File: src/mpt_macros.svh
// MPT walker widths for entry words, addresses, page fields and the domain ID

`ifndef MPT_MACROS_SVH
`define MPT_MACROS_SVH

// Entry and memory read data
`define MPT_XLEN 64

// Supervisor physical address input
`define MPT_SPA_W 56

// Table page number, also the memory word address width
`define MPT_PPN_W 44

// Supervisor domain ID
`define MPT_SDID_W 6

// Address bits usable in the 46-bit mode
`define MPT_SPA46_LIMIT_W 46

// Page field positions inside the address
`define MPT_PN0_LSB 12
`define MPT_PN1_LSB 16
`define MPT_PN2_LSB 25

// Page field widths
`define MPT_PN0_W 4
`define MPT_PN1_W 9
`define MPT_PN2_W 21

`endif

File: src/mpt_pkg.sv
// MPT walker package with protection modes, access kinds, verdict types and the entry views

`include "mpt_macros.svh"

package mpt_pkg;

    // Protection mode field of the protection register
    typedef enum logic [3:0] {
        MODE_BARE    = 4'd0,
        MODE_SMMPT46 = 4'd1
    } mpt_mode_e;

    // Kind of access being checked, value 3 never passes
    typedef enum logic [1:0] {
        ACCESS_READ  = 2'd0,
        ACCESS_WRITE = 2'd1,
        ACCESS_EXEC  = 2'd2
    } mpt_access_e;

    // Permission encoding shared by all entry formats
    typedef enum logic [1:0] {
        PERM_DISALLOWED = 2'd0,
        PERM_RX         = 2'd1,
        PERM_RW         = 2'd2,
        PERM_RWX        = 2'd3
    } mpt_perm_e;

    // Format fault causes
    typedef enum logic [2:0] {
        FAULT_NONE               = 3'd0,
        FAULT_NOT_VALID_ADDR     = 3'd1,
        FAULT_RESERVED_BITS_USED = 3'd2,
        FAULT_INVALID_L2_INFO    = 3'd3,
        FAULT_UNDEFINED_L2_TYPE  = 3'd4
    } mpt_fault_e;

    // Second-level entry types; 6 and 7 are undefined
    typedef enum logic [2:0] {
        L2_1G_DISALLOW   = 3'd0,
        L2_1G_RX         = 3'd1,
        L2_1G_RW         = 3'd2,
        L2_1G_RWX        = 3'd3,
        L2_L1_DIR        = 3'd4,
        L2_COARSE_PAGES  = 3'd5
    } mpt_l2_type_e;

    // Table level of the entry being decoded
    typedef enum logic {
        LVL_L2 = 1'b0,
        LVL_L1 = 1'b1
    } mpt_level_e;

    // Second-level view, INFO is either a page number or coarse permissions
    typedef struct packed {
        logic [`MPT_XLEN-`MPT_PPN_W-4:0] reserved;
        mpt_l2_type_e                    l2_type;
        logic [`MPT_PPN_W-1:0]           info;
    } mpt_l2_entry_t;

    // First-level view, one 2-bit permission per PN0 page
    typedef struct packed {
        logic [`MPT_XLEN-2*(1<<`MPT_PN0_W)-1:0] reserved;
        logic [(1<<`MPT_PN0_W)-1:0][1:0]        perm;
    } mpt_l1_entry_t;

    // A fetched word, read through the view of the current level
    typedef union packed {
        mpt_l2_entry_t l2;
        mpt_l1_entry_t l1;
    } mpt_entry_u;

endpackage

File: src/mpt_decode_if.sv
// Link between walk control and the entry decoder, carrying the entry and its verdict

`include "mpt_macros.svh"

interface mpt_decode_if import mpt_pkg::*; (
    input logic clk_i,
    input logic rst_ni
);

    // Walk control side
    mpt_entry_u            entry;
    mpt_level_e            level;
    logic [`MPT_SPA_W-1:0] spa;
    mpt_access_e           access;

    // Verdict for the current level
    logic                  descend;
    logic [`MPT_PPN_W-1:0] next_addr;
    logic                  allow;
    mpt_perm_e             perm;
    logic                  page_fault;
    mpt_fault_e            fault;

    modport ctrl (
        output entry, level, spa, access,
        input  descend, next_addr, allow, perm, page_fault, fault
    );

    modport decode (
        input  clk_i, rst_ni, entry, level, spa, access,
        output descend, next_addr, allow, perm, page_fault, fault
    );

endinterface

File: src/mpt_entry_decode.sv
// MPT entry decoder turning one table word into a verdict for the current level

`include "mpt_macros.svh"

module mpt_entry_decode import mpt_pkg::*; (
    mpt_decode_if.decode dec_if
);

    logic [`MPT_PN0_W-1:0] pn0;
    logic [`MPT_PN1_W-1:0] pn1;
    logic [2:0]            l2_type_raw;
    logic [3:0]            coarse_idx;
    logic                  judge;
    mpt_perm_e             perm_sel;

    // READ needs any permission, WRITE needs W, EXEC needs X
    function automatic logic perm_ok(mpt_perm_e p, mpt_access_e a);
        logic ok;
        case (a)
            ACCESS_READ:  ok = (p != PERM_DISALLOWED);
            ACCESS_WRITE: ok = (p == PERM_RW) || (p == PERM_RWX);
            ACCESS_EXEC:  ok = (p == PERM_RX) || (p == PERM_RWX);
            default:      ok = 1'b0;
        endcase
        return ok;
    endfunction

    assign pn0         = dec_if.spa[`MPT_PN0_LSB +: `MPT_PN0_W];
    assign pn1         = dec_if.spa[`MPT_PN1_LSB +: `MPT_PN1_W];
    assign l2_type_raw = dec_if.entry.l2.l2_type;

    // Top bits of PN1 pick one of sixteen 2 MiB subranges
    assign coarse_idx = pn1[`MPT_PN1_W-1 -: 4];

    always_comb begin
        dec_if.descend    = 1'b0;
        dec_if.next_addr  = '0;
        dec_if.allow      = 1'b0;
        dec_if.perm       = PERM_DISALLOWED;
        dec_if.page_fault = 1'b0;
        dec_if.fault      = FAULT_NONE;
        judge             = 1'b0;
        perm_sel          = PERM_DISALLOWED;

        if (dec_if.level == LVL_L2) begin
            if (dec_if.entry.l2.reserved != '0) begin
                dec_if.fault = FAULT_RESERVED_BITS_USED;
            end else begin
                case (dec_if.entry.l2.l2_type)
                    L2_1G_DISALLOW, L2_1G_RX, L2_1G_RW, L2_1G_RWX: begin
                        if (dec_if.entry.l2.info != '0) begin
                            dec_if.fault = FAULT_INVALID_L2_INFO;
                        end else begin
                            // Low type bits match the permission encoding
                            perm_sel = mpt_perm_e'(l2_type_raw[1:0]);
                            judge    = 1'b1;
                        end
                    end
                    L2_L1_DIR: begin
                        dec_if.descend   = 1'b1;
                        dec_if.next_addr = dec_if.entry.l2.info
                                         + {{(`MPT_PPN_W-`MPT_PN1_W){1'b0}}, pn1};
                    end
                    L2_COARSE_PAGES: begin
                        if (dec_if.entry.l2.info[`MPT_PPN_W-1:32] != '0) begin
                            dec_if.fault = FAULT_RESERVED_BITS_USED;
                        end else begin
                            perm_sel = mpt_perm_e'(dec_if.entry.l2.info[{coarse_idx, 1'b0} +: 2]);
                            judge    = 1'b1;
                        end
                    end
                    default: begin
                        dec_if.fault = FAULT_UNDEFINED_L2_TYPE;
                    end
                endcase
            end
        end else begin
            if (dec_if.entry.l1.reserved != '0) begin
                dec_if.fault = FAULT_RESERVED_BITS_USED;
            end else begin
                perm_sel = mpt_perm_e'(dec_if.entry.l1.perm[pn0]);
                judge    = 1'b1;
            end
        end

        // A selected permission either grants the access or faults the page
        if (judge) begin
            if (perm_ok(perm_sel, dec_if.access)) begin
                dec_if.allow = 1'b1;
                dec_if.perm  = perm_sel;
            end else begin
                dec_if.page_fault = 1'b1;
            end
        end
    end

    // Walk control must see exactly one verdict whatever it has loaded
    a_one_verdict: assert property (
        @(posedge dec_if.clk_i) disable iff (!dec_if.rst_ni)
        $onehot({dec_if.descend, dec_if.allow, dec_if.page_fault,
                 dec_if.fault != FAULT_NONE})
    ) else $error("entry decoder gave no single verdict");

endmodule

File: src/mpt_walk_ctrl.sv
// MPT walk control with request capture, mode and address check, table fetch and result registers

`include "mpt_macros.svh"

module mpt_walk_ctrl import mpt_pkg::*; (
    input  logic                   clk_i,
    input  logic                   rst_ni,
    input  logic                   req_valid_i,
    input  logic [`MPT_SPA_W-1:0]  spa_i,
    input  mpt_access_e            access_i,
    input  mpt_mode_e              mode_i,
    input  logic [`MPT_SDID_W-1:0] sdid_i,
    input  logic [`MPT_PPN_W-1:0]  ppn_i,
    output logic                   m_req_o,
    output logic [`MPT_XLEN-1:0]   m_addr_o,
    input  logic                   m_gnt_i,
    input  logic                   m_rvalid_i,
    input  logic [`MPT_XLEN-1:0]   m_rdata_i,
    output logic                   busy_o,
    output logic                   done_o,
    output logic                   allow_o,
    output logic                   page_fault_o,
    output mpt_fault_e             fault_cause_o,
    output mpt_perm_e              plb_perm_o,
    output logic [`MPT_SDID_W-1:0] plb_sdid_o,
    output logic [`MPT_SPA_W-1:0]  plb_spa_o,
    mpt_decode_if.ctrl             dec_if
);

    typedef enum logic [2:0] {
        IDLE, CHECK, FETCH, WAIT_DATA, DECODE, DONE
    } walk_state_e;

    walk_state_e              state_q, state_d;
    logic [`MPT_SPA_W-1:0]    spa_q;
    mpt_access_e              access_q;
    mpt_mode_e                mode_q;
    logic [`MPT_SDID_W-1:0]   sdid_q;
    logic [`MPT_PPN_W-1:0]    ppn_q;
    mpt_level_e               level_q;
    logic [`MPT_PPN_W-1:0]    addr_q;
    mpt_entry_u               entry_q;
    logic                     allow_q;
    logic                     page_fault_q;
    mpt_fault_e               fault_q;
    mpt_perm_e                perm_q;
    logic                     addr_too_wide;
    logic [`MPT_PN2_W-1:0]    pn2;

    assign pn2           = spa_q[`MPT_PN2_LSB +: `MPT_PN2_W];
    assign addr_too_wide = |spa_q[`MPT_SPA_W-1:`MPT_SPA46_LIMIT_W];

    always_comb begin
        state_d = state_q;
        case (state_q)
            IDLE:      if (req_valid_i) state_d = CHECK;
            CHECK: begin
                if (mode_q == MODE_SMMPT46 && !addr_too_wide) begin
                    state_d = FETCH;
                end else begin
                    state_d = DONE;
                end
            end
            FETCH:     if (m_gnt_i) state_d = WAIT_DATA;
            WAIT_DATA: if (m_rvalid_i) state_d = DECODE;
            DECODE:    state_d = dec_if.descend ? FETCH : DONE;
            default:   state_d = IDLE;
        endcase
    end

    always_ff @(posedge clk_i) begin
        if (!rst_ni) begin
            state_q      <= IDLE;
            level_q      <= LVL_L2;
            spa_q        <= '0;
            access_q     <= ACCESS_READ;
            entry_q      <= '0;
            allow_q      <= 1'b0;
            page_fault_q <= 1'b0;
            fault_q      <= FAULT_NONE;
            perm_q       <= PERM_DISALLOWED;
        end else begin
            state_q <= state_d;
            case (state_q)
                IDLE: begin
                    if (req_valid_i) begin
                        spa_q    <= spa_i;
                        access_q <= access_i;
                        mode_q   <= mode_i;
                        sdid_q   <= sdid_i;
                        ppn_q    <= ppn_i;
                    end
                end
                CHECK: begin
                    allow_q      <= 1'b0;
                    page_fault_q <= 1'b0;
                    perm_q       <= PERM_DISALLOWED;
                    fault_q      <= FAULT_NONE;
                    case (mode_q)
                        // No domain protection at all
                        MODE_BARE: begin
                            allow_q <= 1'b1;
                            perm_q  <= PERM_RWX;
                        end
                        MODE_SMMPT46: begin
                            if (addr_too_wide) begin
                                fault_q <= FAULT_NOT_VALID_ADDR;
                            end else begin
                                addr_q  <= ppn_q + {{(`MPT_PPN_W-`MPT_PN2_W){1'b0}}, pn2};
                                level_q <= LVL_L2;
                            end
                        end
                        default: fault_q <= FAULT_RESERVED_BITS_USED;
                    endcase
                end
                WAIT_DATA: begin
                    if (m_rvalid_i) begin
                        entry_q <= m_rdata_i;
                    end
                end
                DECODE: begin
                    if (dec_if.descend) begin
                        addr_q  <= dec_if.next_addr;
                        level_q <= LVL_L1;
                    end else begin
                        allow_q      <= dec_if.allow;
                        page_fault_q <= dec_if.page_fault;
                        fault_q      <= dec_if.fault;
                        perm_q       <= dec_if.perm;
                    end
                end
                default: ;
            endcase
        end
    end

    assign dec_if.entry  = entry_q;
    assign dec_if.level  = level_q;
    assign dec_if.spa    = spa_q;
    assign dec_if.access = access_q;

    assign m_req_o  = (state_q == FETCH);
    assign m_addr_o = m_req_o ? {{(`MPT_XLEN-`MPT_PPN_W){1'b0}}, addr_q} : '0;

    assign busy_o = (state_q != IDLE);
    assign done_o = (state_q == DONE);

    // Results are only shown in the done cycle
    assign allow_o       = done_o & allow_q;
    assign page_fault_o  = done_o & page_fault_q;
    assign fault_cause_o = done_o ? fault_q : FAULT_NONE;
    assign plb_perm_o    = (done_o && allow_q) ? perm_q : PERM_DISALLOWED;
    assign plb_sdid_o    = (done_o && allow_q) ? sdid_q : '0;
    assign plb_spa_o     = (done_o && allow_q) ? spa_q : '0;

    // Request and address hold until the memory grants
    a_req_hold: assert property (
        @(posedge clk_i) disable iff (!rst_ni)
        m_req_o && !m_gnt_i |=> m_req_o && $stable(m_addr_o)
    ) else $error("memory request dropped before grant");

    // Memory returns data only for the one granted read
    a_rvalid_in_wait: assert property (
        @(posedge clk_i) disable iff (!rst_ni)
        m_rvalid_i |-> state_q == WAIT_DATA
    ) else $error("read valid outside WAIT_DATA");

endmodule

File: src/mpt_walker_top.sv
// MPT walker top level joining walk control and the entry decoder

`include "mpt_macros.svh"

module mpt_walker_top import mpt_pkg::*; (
    input  logic                   clk_i,
    input  logic                   rst_ni,
    input  logic                   req_valid_i,
    input  logic [`MPT_SPA_W-1:0]  spa_i,
    input  mpt_access_e            access_i,
    input  mpt_mode_e              mode_i,
    input  logic [`MPT_SDID_W-1:0] sdid_i,
    input  logic [`MPT_PPN_W-1:0]  ppn_i,
    output logic                   m_req_o,
    output logic [`MPT_XLEN-1:0]   m_addr_o,
    input  logic                   m_gnt_i,
    input  logic                   m_rvalid_i,
    input  logic [`MPT_XLEN-1:0]   m_rdata_i,
    output logic                   busy_o,
    output logic                   done_o,
    output logic                   allow_o,
    output logic                   page_fault_o,
    output mpt_fault_e             fault_cause_o,
    output mpt_perm_e              plb_perm_o,
    output logic [`MPT_SDID_W-1:0] plb_sdid_o,
    output logic [`MPT_SPA_W-1:0]  plb_spa_o
);

    mpt_decode_if dec_if (
        .clk_i  (clk_i),
        .rst_ni (rst_ni)
    );

    mpt_walk_ctrl u_walk_ctrl (
        .clk_i         (clk_i),
        .rst_ni        (rst_ni),
        .req_valid_i   (req_valid_i),
        .spa_i         (spa_i),
        .access_i      (access_i),
        .mode_i        (mode_i),
        .sdid_i        (sdid_i),
        .ppn_i         (ppn_i),
        .m_req_o       (m_req_o),
        .m_addr_o      (m_addr_o),
        .m_gnt_i       (m_gnt_i),
        .m_rvalid_i    (m_rvalid_i),
        .m_rdata_i     (m_rdata_i),
        .busy_o        (busy_o),
        .done_o        (done_o),
        .allow_o       (allow_o),
        .page_fault_o  (page_fault_o),
        .fault_cause_o (fault_cause_o),
        .plb_perm_o    (plb_perm_o),
        .plb_sdid_o    (plb_sdid_o),
        .plb_spa_o     (plb_spa_o),
        .dec_if        (dec_if.ctrl)
    );

    // Combinational verdict for the entry held in walk control
    mpt_entry_decode u_entry_decode (
        .dec_if (dec_if.decode)
    );

endmodule
File: config.mk
export PLATFORM = sky130hd
export DESIGN_NAME = mpt_walker_top
export DESIGN_NICKNAME = d
export VERILOG_FILES = /design/src/mpt_pkg.sv /design/src/mpt_decode_if.sv /design/src/mpt_entry_decode.sv /design/src/mpt_walk_ctrl.sv /design/src/mpt_walker_top.sv
export VERILOG_INCLUDE_DIRS = /design/src /design/src/src
export SDC_FILE = /design/constraint.sdc
export NUM_CORES = 1
export LEC_CHECK = 0
export ABC_CLOCK_PERIOD_IN_PS = 4970
export BUFFER_PORTS_ARGS = -buffer_cell sky130_fd_sc_hd__buf_4
export CORE_MARGIN = 4
export CORE_UTILIZATION = 54
export CTS_CLUSTER_SIZE = 14
export DETAILED_ROUTE_END_ITERATION = 8
export PLACE_DENSITY = 0.81
export SLEW_MARGIN = 5
export SYNTH_ARGS = -nofsm -noshare
export SYNTH_HDL_FRONTEND = slang
export SYNTH_SLANG_ARGS = --single-unit
File: constraint.sdc
create_clock -name clk_i -period 4.97 [get_ports clk_i]
set_clock_uncertainty 0.2 [all_clocks]
set_input_delay 0.994 -clock clk_i [delete_from_list [all_inputs] [get_ports clk_i]]
set_output_delay 0.994 -clock clk_i [all_outputs]
set_load 0.005 [all_outputs]
==> flow_results.org, run 1 <==
** Outcome
- Result of the run :: completed

** Timing
- Sum Neg Setup Slack :: 0 ns
- RSZ-0062 raised after global routing :: no
- Number of slew-limit violations in the final report :: 0
- Final worst-path cycle share :: 75.97%
- In this run the tightest slew margin relative to its limit is 20.60%.
- Final number of setup-violating endpoints :: 0
- Total count of hold-check failures in the final report :: 0
- Post-route minimum period :: 3.776 ns
- Tightest Pin Transition :: 1.191 ns
- Maximum clock rate :: 0.2649 GHz

** Synthesis
- The most used flip-flop cell after synthesis is sky130_fd_sc_hd__dfxtp_1.
- The synthesized design spends more area on one cell type than any other, namely sky130_fd_sc_hd__edfxtp_1.
- In the post-synthesis netlist, the biggest area contributors are sky130_fd_sc_hd__edfxtp_1 (23%), sky130_fd_sc_hd__dfxtp_1 (21%), sky130_fd_sc_hd__nand2_1 (8.9%), sky130_fd_sc_hd__a21oi_1 (5.9%), sky130_fd_sc_hd__and3_1 (3.9%).
- Yosys mapped a number of flops with a built-in enable equal to 98.
- Multiplexer share of the synthesized area :: 3.398%
- After synthesis the netlist holds a flip-flop and latch count of 231.
- Synthesis instantiated 72 different standard cells from the library.
- After synthesis, flip-flops and latches occupy 44.64% of the total area.
- The synthesized netlist devotes 23.95% of its cell area to simple gates.
- After technology mapping, the gate count stands at 1,422.
- Fraction of registers with async set/reset :: 0%
- After Yosys synthesis, XOR and XNOR cells account for 4.813% of the synthesized area.
- Compound-Gate Fraction of Synth Area :: 14.62%
- Top cell type's share of synthesized area :: 23.44%
- Syn. warnings :: 0
- Main combinational cell family by area after synthesis :: simple AND/OR/NAND/NOR gates
- The mapped netlist covers 0.01256 sq mm.
- Adder-cell share of the synthesized area :: 3.607%
- Avg Synthesized Cell Area :: 8.830 sq um

** Floorplanning
- Pin placement for this block handled 317 I/O pins.
- Starting Density :: 55.12%
- Die span in y :: 160.5 microns
- Standard-cell rows :: 55
- Core Region :: 0.02278 sq mm
- The die is 160.5 microns wide.
- The floorplan step defined a die boundary enclosing 0.02576 sq mm.

** Worst setup path
- STA classifies the critical path endpoint as a primary output.
- Worst-path maximum fanout :: 70
- Nature of the critical path startpoint :: flop
- Measured in cells, the most critical reg-to-reg path has a length of 6.
- Critical path class :: reg -> out
- For the worst setup path, the data arrival time is 2.58 ns.
- CP required :: 3.78 ns

** Global route
- Via count of the first global-routing pass :: 11,120
- Entering global routing, the biggest net connects 78 pins.
- Total GRT Usage :: 28.04%
- Total congestion overflow after global routing :: 0
- Wire length of the first global-routing pass :: 59,200 microns
- The initial antenna violation count came to 0.

** Finish
- Final core utilization :: 68.95%
- After routing the design area is 0.01571 sq mm.
- Fraction of final layout cells with drive strength greater than 1 :: 23.29%
- Fill cells in the final layout number 1,854.
- Final nets :: 1,876
- The finished layout holds 1,992 standard cells, fillers aside.
- Number of diodes added for antenna fixing :: 0
- Relative to the synthesized area, the layout overhead comes to 25.09%.

** Clocking
- After clock tree synthesis, the clock-pin slew on the worst setup and hold paths is 0.06 ns.
- The cell sitting at the root of the clock tree is a sky130_fd_sc_hd__clkbuf_16.
- The number of clock buffers added by TritonCTS is 26.
- The clock passes through at most 3 buffers.
- CTS H-tree depth :: 1
- TritonCTS built the clock tree.
- Count of clock tree sinks :: 231
- Post-CTS setup repair buffer count :: 0
- Source-to-sink clock delay at the later pin of the worst-skew pair :: 0.53 ns
- Hold-fix buffer count after cts :: 0
- Post-cts sizing count :: 0

** Placement
- Half-perimeter wire length after detailed placement :: 27,220 microns
- Number of input and output port buffers inserted :: 296
- Post-placement cell count :: 1,945
- The congestion estimate from routability-driven global placement came to 0.9168.
- Post-detailed-placement cell area :: 0.01484 sq mm

** Power and ir drop
- Summed over all cells, the static leakage comes to 6.450 nW.
- Cell internal power was estimated by the tool at 0.003549 W.
- Net switching is 25.86% of the power.
- Net switching power :: 0.001238 W
- Power share of the sequential group :: 45.6%
- Combinational cells account for 14.2% of the total power.
- In this run, the clock network consumes 40.2% of the power.
- Across the VDD grid, the largest voltage drop is 0.2677 mV.
- Power density over the cells :: 304.8 mW/mm^2

** Route
- DR WL/cell :: 18.97 microns
- Detailed routing inserted a total of 11,500 vias.
- For this run, design rule violations remaining after detail routing come to 0.
- Starting DRC count in detailed routing :: 1,071
- Wire length reported by the detailed router :: 37,790 microns
- Antenna violation net count after detailed routing :: 0
- Per-cell via count in the routed design :: 5.771
- For this run, the detailed router's first-pass iteration total came to 7.

** Hold path
- The tightest min-delay check is of the reg -> reg type.
- The worst hold path passes through 2 cells.

** Run
- Across the run, the number of max-cap violations was 0.
per-layer routing:
layer | up-vias | track usage [%] | wire length (microns)
met5 | - | 0 | 0
met1 | 5437 | 37.37 | 15480
met2 | 507 | 46.85 | 18190
met3 | 68 | 5.697 | 3218
li1 | 5484 | - | -
met4 | 0 | 7.470 | 894
logic make-up (layout without fill, tap and decap cells):
group	count (synthesis)	in the layout
AO/OA/AOI/OAI	307	307
AND/OR/NAND/NOR	613	613
buffers and inverters	144	382
XOR/XNOR	69	69
adder cells (fa/ha/maj)	35	35
multiplexers	22	22
flip-flops	231	231
other	1	20
synthesized netlist by cell type, types with 16 or more instances:
master and n:
sky130_fd_sc_hd__nor2_1 50, sky130_fd_sc_hd__a21oi_1 149, sky130_fd_sc_hd__o22ai_1 33, sky130_fd_sc_hd__nor4_1 19, sky130_fd_sc_hd__clkbuf_1 86, sky130_fd_sc_hd__dfxtp_1 133
sky130_fd_sc_hd__inv_1 29, sky130_fd_sc_hd__xor2_1 42, sky130_fd_sc_hd__and2_1 56, sky130_fd_sc_hd__buf_4 20, sky130_fd_sc_hd__ha_1 33, sky130_fd_sc_hd__nand3_1 39
sky130_fd_sc_hd__o21ai_0 23, sky130_fd_sc_hd__edfxtp_1 98, sky130_fd_sc_hd__nand2_1 297, sky130_fd_sc_hd__mux4_2 16, sky130_fd_sc_hd__xnor2_1 27, sky130_fd_sc_hd__and3_1 78
power groups by stage:
stage / clock network [W] / registers [W] / logic (W)
floorplan: 0 / 0.00217 / 0.000460
finish: 0.00193 / 0.00218 / 0.000680
detailed placement: 0 / 0.00222 / 0.000667
CTS: 0.00194 / 0.00218 / 0.000672
global placement: 0 / 0.00221 / 0.000650
global route: 0.00202 / 0.00219 / 0.000747
layout make-up:
type,count,area [sq um],share of cell area (%)
multi-input combinational,1066,6432,40.95
sequential,231,5605,35.69
timing repair buffer,306,2297,14.63
clock buffer,40,805.8,5.130
tap,313,391.6,2.493
inverter,29,111.4,0.7090
clock inverter,7,62.56,0.3983
per-stage QoR:
stage	setup WS [ns]	power (W)	hold WS [ns]
finish	1.194	0.004787	0.2487
global route	1.042	0.004957	0.2752
CTS	1.235	0.004792	0.2507
detailed placement	1.396	0.002885	0.2444
global placement	1.455	0.002864	0.2383
floorplan	0.7342	0.002634	0.2308
sequential cells by signal, indices dropped and copies added (netlist names), 3 cells and up:
register                  cells
u_walk_ctrl.addr_q           44
u_walk_ctrl.dec_if.entry     64
u_walk_ctrl.dec_if.spa       56
u_walk_ctrl.fault_q           3
u_walk_ctrl.mode_q            4
u_walk_ctrl.ppn_q            44
u_walk_ctrl.sdid_q            6
u_walk_ctrl.state_q           3
worst paths after layout:
check / to / from / slack, ns
setup / recovery: plb_spa_o[14] / u_walk_ctrl.state_q[0]$_SDFFE_PN0P_ / 1.19
hold / removal: u_walk_ctrl.dec_if.entry[47]$_SDFFE_PN0P_ / u_walk_ctrl.dec_if.entry[47]$_SDFFE_PN0P_ / 0.25
setup reg to reg: u_walk_ctrl.addr_q[6]$_DFFE_PP_ / u_walk_ctrl.dec_if.spa[49]$_SDFFE_PN0P_ / 1.29
hold reg to reg: u_walk_ctrl.dec_if.entry[47]$_SDFFE_PN0P_ / u_walk_ctrl.dec_if.entry[47]$_SDFFE_PN0P_ / 0.25
critical path, cell delays in order, from the launching register on:
cell                      delay, ns
sky130_fd_sc_hd__dfxtp_1       0.58
sky130_fd_sc_hd__and3_2        0.97
sky130_fd_sc_hd__and3_1        0.33
sky130_fd_sc_hd__buf_4         0.13
cell usage in the layout, fill, tap and decap left out, drive strengths merged, types with 39 or more instances in the layout:
cell type,netlist,routed
xor2,42,42
clkbuf,86,40
nor2,50,50
dfxtp,133,133
nand3,41,41
buf,29,306
edfxtp,98,98
nand2,297,297
and2,56,56
o21ai,39,39
a21oi,150,150
and3,78,78
Note: power is estimated with default switching activity, not from simulation.
==> inputs of run 2 (changes only) <==
--- a/config.mk
+++ b/config.mk
@@ -6,7 +6,7 @@
 export SDC_FILE = /design/constraint.sdc
 export NUM_CORES = 1
 export LEC_CHECK = 0
-export ABC_CLOCK_PERIOD_IN_PS = 4970
+export ABC_CLOCK_PERIOD_IN_PS = 3600
 export BUFFER_PORTS_ARGS = -buffer_cell sky130_fd_sc_hd__buf_4
 export CORE_MARGIN = 4
 export CORE_UTILIZATION = 54
==> constraint.sdc (replaced) <==
create_clock -name clk_i -period 3.6 [get_ports clk_i]
set_clock_uncertainty 0.2 [all_clocks]
set_input_delay 0.72 -clock clk_i [delete_from_list [all_inputs] [get_ports clk_i]]
set_output_delay 0.72 -clock clk_i [all_outputs]
set_load 0.005 [all_outputs]
==> run 2 against run 1 <==
Effect of this change:
- via count grew 2.7%
- total power grew 43%
- critical path depth grew 9
- non-clock buffer count grew 18
- first-iteration DRC count grew 17%
- global-route usage grew 0.68 points
==> flow_results.org, run 2 (same netlist as run 1, synthesis figures left out) <==
** Finish
- The library cell used most frequently in the layout, excluding fill and tap cells, is sky130_fd_sc_hd__buf_4.
- Compared with the post-synthesis result, the final layout area differs by 27.06%.
- Fillers :: 1,798
- The number of antenna diodes in the final layout is 0.
- Leaving out filler cells and counting taps, the final layout contains 2,011.
- Final design area excluding fillers :: 0.01595 sq mm
- Flip-flop count of the largest register, all copies and words added :: 64
- The library cells used most frequently in the layout, excluding fill and tap cells, are sky130_fd_sc_hd__buf_4 (321), sky130_fd_sc_hd__nand2_1 (296), sky130_fd_sc_hd__a21oi_1 (149).
- Fraction of final layout cells with drive strength greater than 1 :: 24.20%
- Final nets :: 1,894

** Placement
- Detailed placement ended at an HPWL of 27,330 microns.
- After detailed placement, the design holds a cell count of 1,961.
- Routability-driven placement finished with a final weighted congestion of 0.9457.
- During placement, the flow inserted port buffers numbering 296.
- Once placement finished, the instance area stood at 0.01498 sq mm.
- Before CTS, the worst setup slack after placement is 0.1504 ns.

** Timing
- Final hold slack :: 0.1578 ns
- The worst path needs 3.490 ns of the cycle, external delays included.
- Dividing the final minimum period by the clock period gives 96.93%.
- Total count of hold-check failures in the final report :: 0
- RSZ-0062 raised after global routing :: yes
- Static timing analysis puts the maximum clock frequency at 0.2866 GHz.
- Slew Limit Headroom :: 43.07%
- Final number of setup-violating endpoints :: 0
- Tightest Pin Transition :: 0.8539 ns
- The number of pins exceeding their max-slew limit in the final report was 0.
- Setup slack closes at 0.1105 ns.

** Clocking
- Clock tree synthesis found a total of 231 sinks.
- Clock tree root buffer cell :: sky130_fd_sc_hd__clkbuf_16
- For the worst-skew pair, the clock arrives at the later sink with an insertion delay of 0.54 ns.
- CTS tree :: done
- CTS buffer count :: 26
- In this run the deepest clock path goes through 3 buffers.
- CTS H-tree depth :: 1
- Clock-pin slew was measured on the worst setup and hold paths at 0.06 ns.
- Hold-fix buffer count after cts :: 0

** Hold path
- Endpoint, Worst Hold :: u_walk_ctrl.sdid_q[1]$_DFFE_PP_
- Worst hold path type :: in -> reg
- Hold path start :: sdid_i[1]
- Worst hold stages :: 1

** Worst setup path
- In this design, the largest share of critical-path delay is due to compound AO/OA/AOI/OAI gates.
- The slowest stage of the critical path is the sky130_fd_sc_hd__o41a_1 cell.
- Along the worst path, the maximum fanout reaches 4.
- RR Startpoint :: u_walk_ctrl.ppn_q[0]$_DFFE_PP_
- For the worst flop-to-flop path, the logic depth is 12.
- Data on the critical path is required at its endpoint by 3.67 ns.
- The number of buffers and inverters on the critical path is 1.
- The worst register-to-register path has a setup slack of 0.11 ns.
- The worst setup path is of the reg -> reg kind.
- STA classifies the critical path endpoint as a flop.
- Critical register-to-register path endpoint :: u_walk_ctrl.addr_q[30]$_DFFE_PP_
- Slowest Stage Delay on Critical Path :: 0.49 ns
- The signal on the critical path passes through ha_1 > inv_1 > fa_2 > nor2b_1 > o21a_1 > o21a_1 > o31a_1 > o31a_1 > o41a_1 > and3_4 > a221oi_2 > o21ai_1.
- Data arrival time of the critical path :: 3.56 ns
- Timing startpoint of the critical path :: u_walk_ctrl.ppn_q[0]$_DFFE_PP_
- Nature of the critical path startpoint :: flop

** Floorplanning
- Starting Density :: 55.12%
- Core Region :: 0.02278 sq mm
- The floorplan step set the die height to 160.5 microns.
- The floorplan has 55 rows.
- The floorplan step defined a die boundary enclosing 0.02576 sq mm.
- Die span in x :: 160.5 microns
- During I/O placement, the number of pins put on the boundary was 317.

** Global route
- Global routing used 28.72% of the available tracks.
- The first global-routing pass estimated 60,580 microns of wire.
- Total congestion overflow after global routing :: 0
- Antenna violations before repair :: 0
- Pin count of the biggest net entering global routing :: 78
- The number of global-route vias before repair came to 11,440.

** Route
- After detailed routing, the total wire length is 38,780 microns.
- Detailed-route via count :: 11,800
- Per-cell via count in the routed design :: 5.870
- Number of DRC violations after detailed routing :: 0
- For this run, the detailed router's first-pass iteration total came to 8.
- Starting DRC count in detailed routing :: 1,250
- Antenna violation net count after detailed routing :: 0
- DR WL/cell :: 19.28 microns

** Power and ir drop
- Power density over the cells :: 428.1 mW/mm^2
- In this run the static leakage power is 6.578 nW.
- Across the VDD grid, the largest voltage drop is 0.3437 mV.

** Run
- Max-cap violations in this run came to 0.

** Outcome
- The run finished with clean final reports.
## run 2: changes by cell type in the layout (fill, tap and decap cells not counted), moves of 2 or more
cell                        delta
sky130_fd_sc_hd__clkinv_2      -4
sky130_fd_sc_hd__buf_4        +15
sky130_fd_sc_hd__buf_12        +3
sky130_fd_sc_hd__clkbuf_1      +2
sky130_fd_sc_hd__bufinv_16     +2
## run 2: how the worst max path moves through the flow
stage	endpoint	slack (ns)	cells past startpoint
2_1_floorplan	u_walk_ctrl.addr_q[0]$_DFFE_PP_	0.37	7
3_3_place_gp	u_walk_ctrl.addr_q[30]$_DFFE_PP_	0.24	12
3_5_place_dp	u_walk_ctrl.addr_q[30]$_DFFE_PP_	0.15	12
4_1_cts	u_walk_ctrl.addr_q[30]$_DFFE_PP_	0.14	12
5_1_grt	u_walk_ctrl.addr_q[30]$_DFFE_PP_	-0.05	12
6_report	u_walk_ctrl.addr_q[30]$_DFFE_PP_	0.11	12
## run 2: final cells by class
class | count | area [sq um] | share of cell area, %
multi-input combinational | 1066 | 6446 | 40.41
sequential | 231 | 5605 | 35.14
timing repair buffer | 324 | 2470 | 15.48
clock buffer | 43 | 827.0 | 5.184
tap | 313 | 391.6 | 2.455
inverter | 29 | 111.4 | 0.6980
clock inverter | 5 | 101.3 | 0.6353
## run 2: stage by stage
step           TNS [ns]  total power, W  utilization, %
2_1_floorplan         0        0.003635               -
3_3_place_gp          0        0.003982           65.78
3_5_place_dp          0        0.004012           65.78
4_1_cts               0        0.006828           69.85
5_1_grt        -0.05098        0.007090           70.04
6_report              0        0.006830           70.04
## run 2: what timing repair did
item,in CTS,in global routing
endpoints found under the setup margin,0,5
setup buffers,0,2
gates resized for setup,0,3
## run 2: layer usage
metal / global-route usage, % / wire, microns / up-vias
met4: 7.822 / 1166 / 0
met1: 37.57 / 15360 / 5606
li1: - / - / 5520
met5: 0 / 0 / -
met3: 5.928 / 3683 / 96
met2: 48.68 / 18570 / 582
## run 2: report_power, final
part	total, W	switching [W]	internal, W
clock	0.00284	0.00106	0.00177
combinational	0.000988	0.000559	0.000429
sequential	0.00300	0.000110	0.00289
total	0.00683	0.00173	0.00510
## run 2: worst register-to-register path: cells and delay by family (launching register included)
kind	cells	cell delay, ns
adder cells (fa/ha/maj)	2	0.44
buffers and inverters	1	0.08
AO/OA/AOI/OAI	7	1.84
AND/OR/NAND/NOR	2	0.30
flip-flops	1	0.37
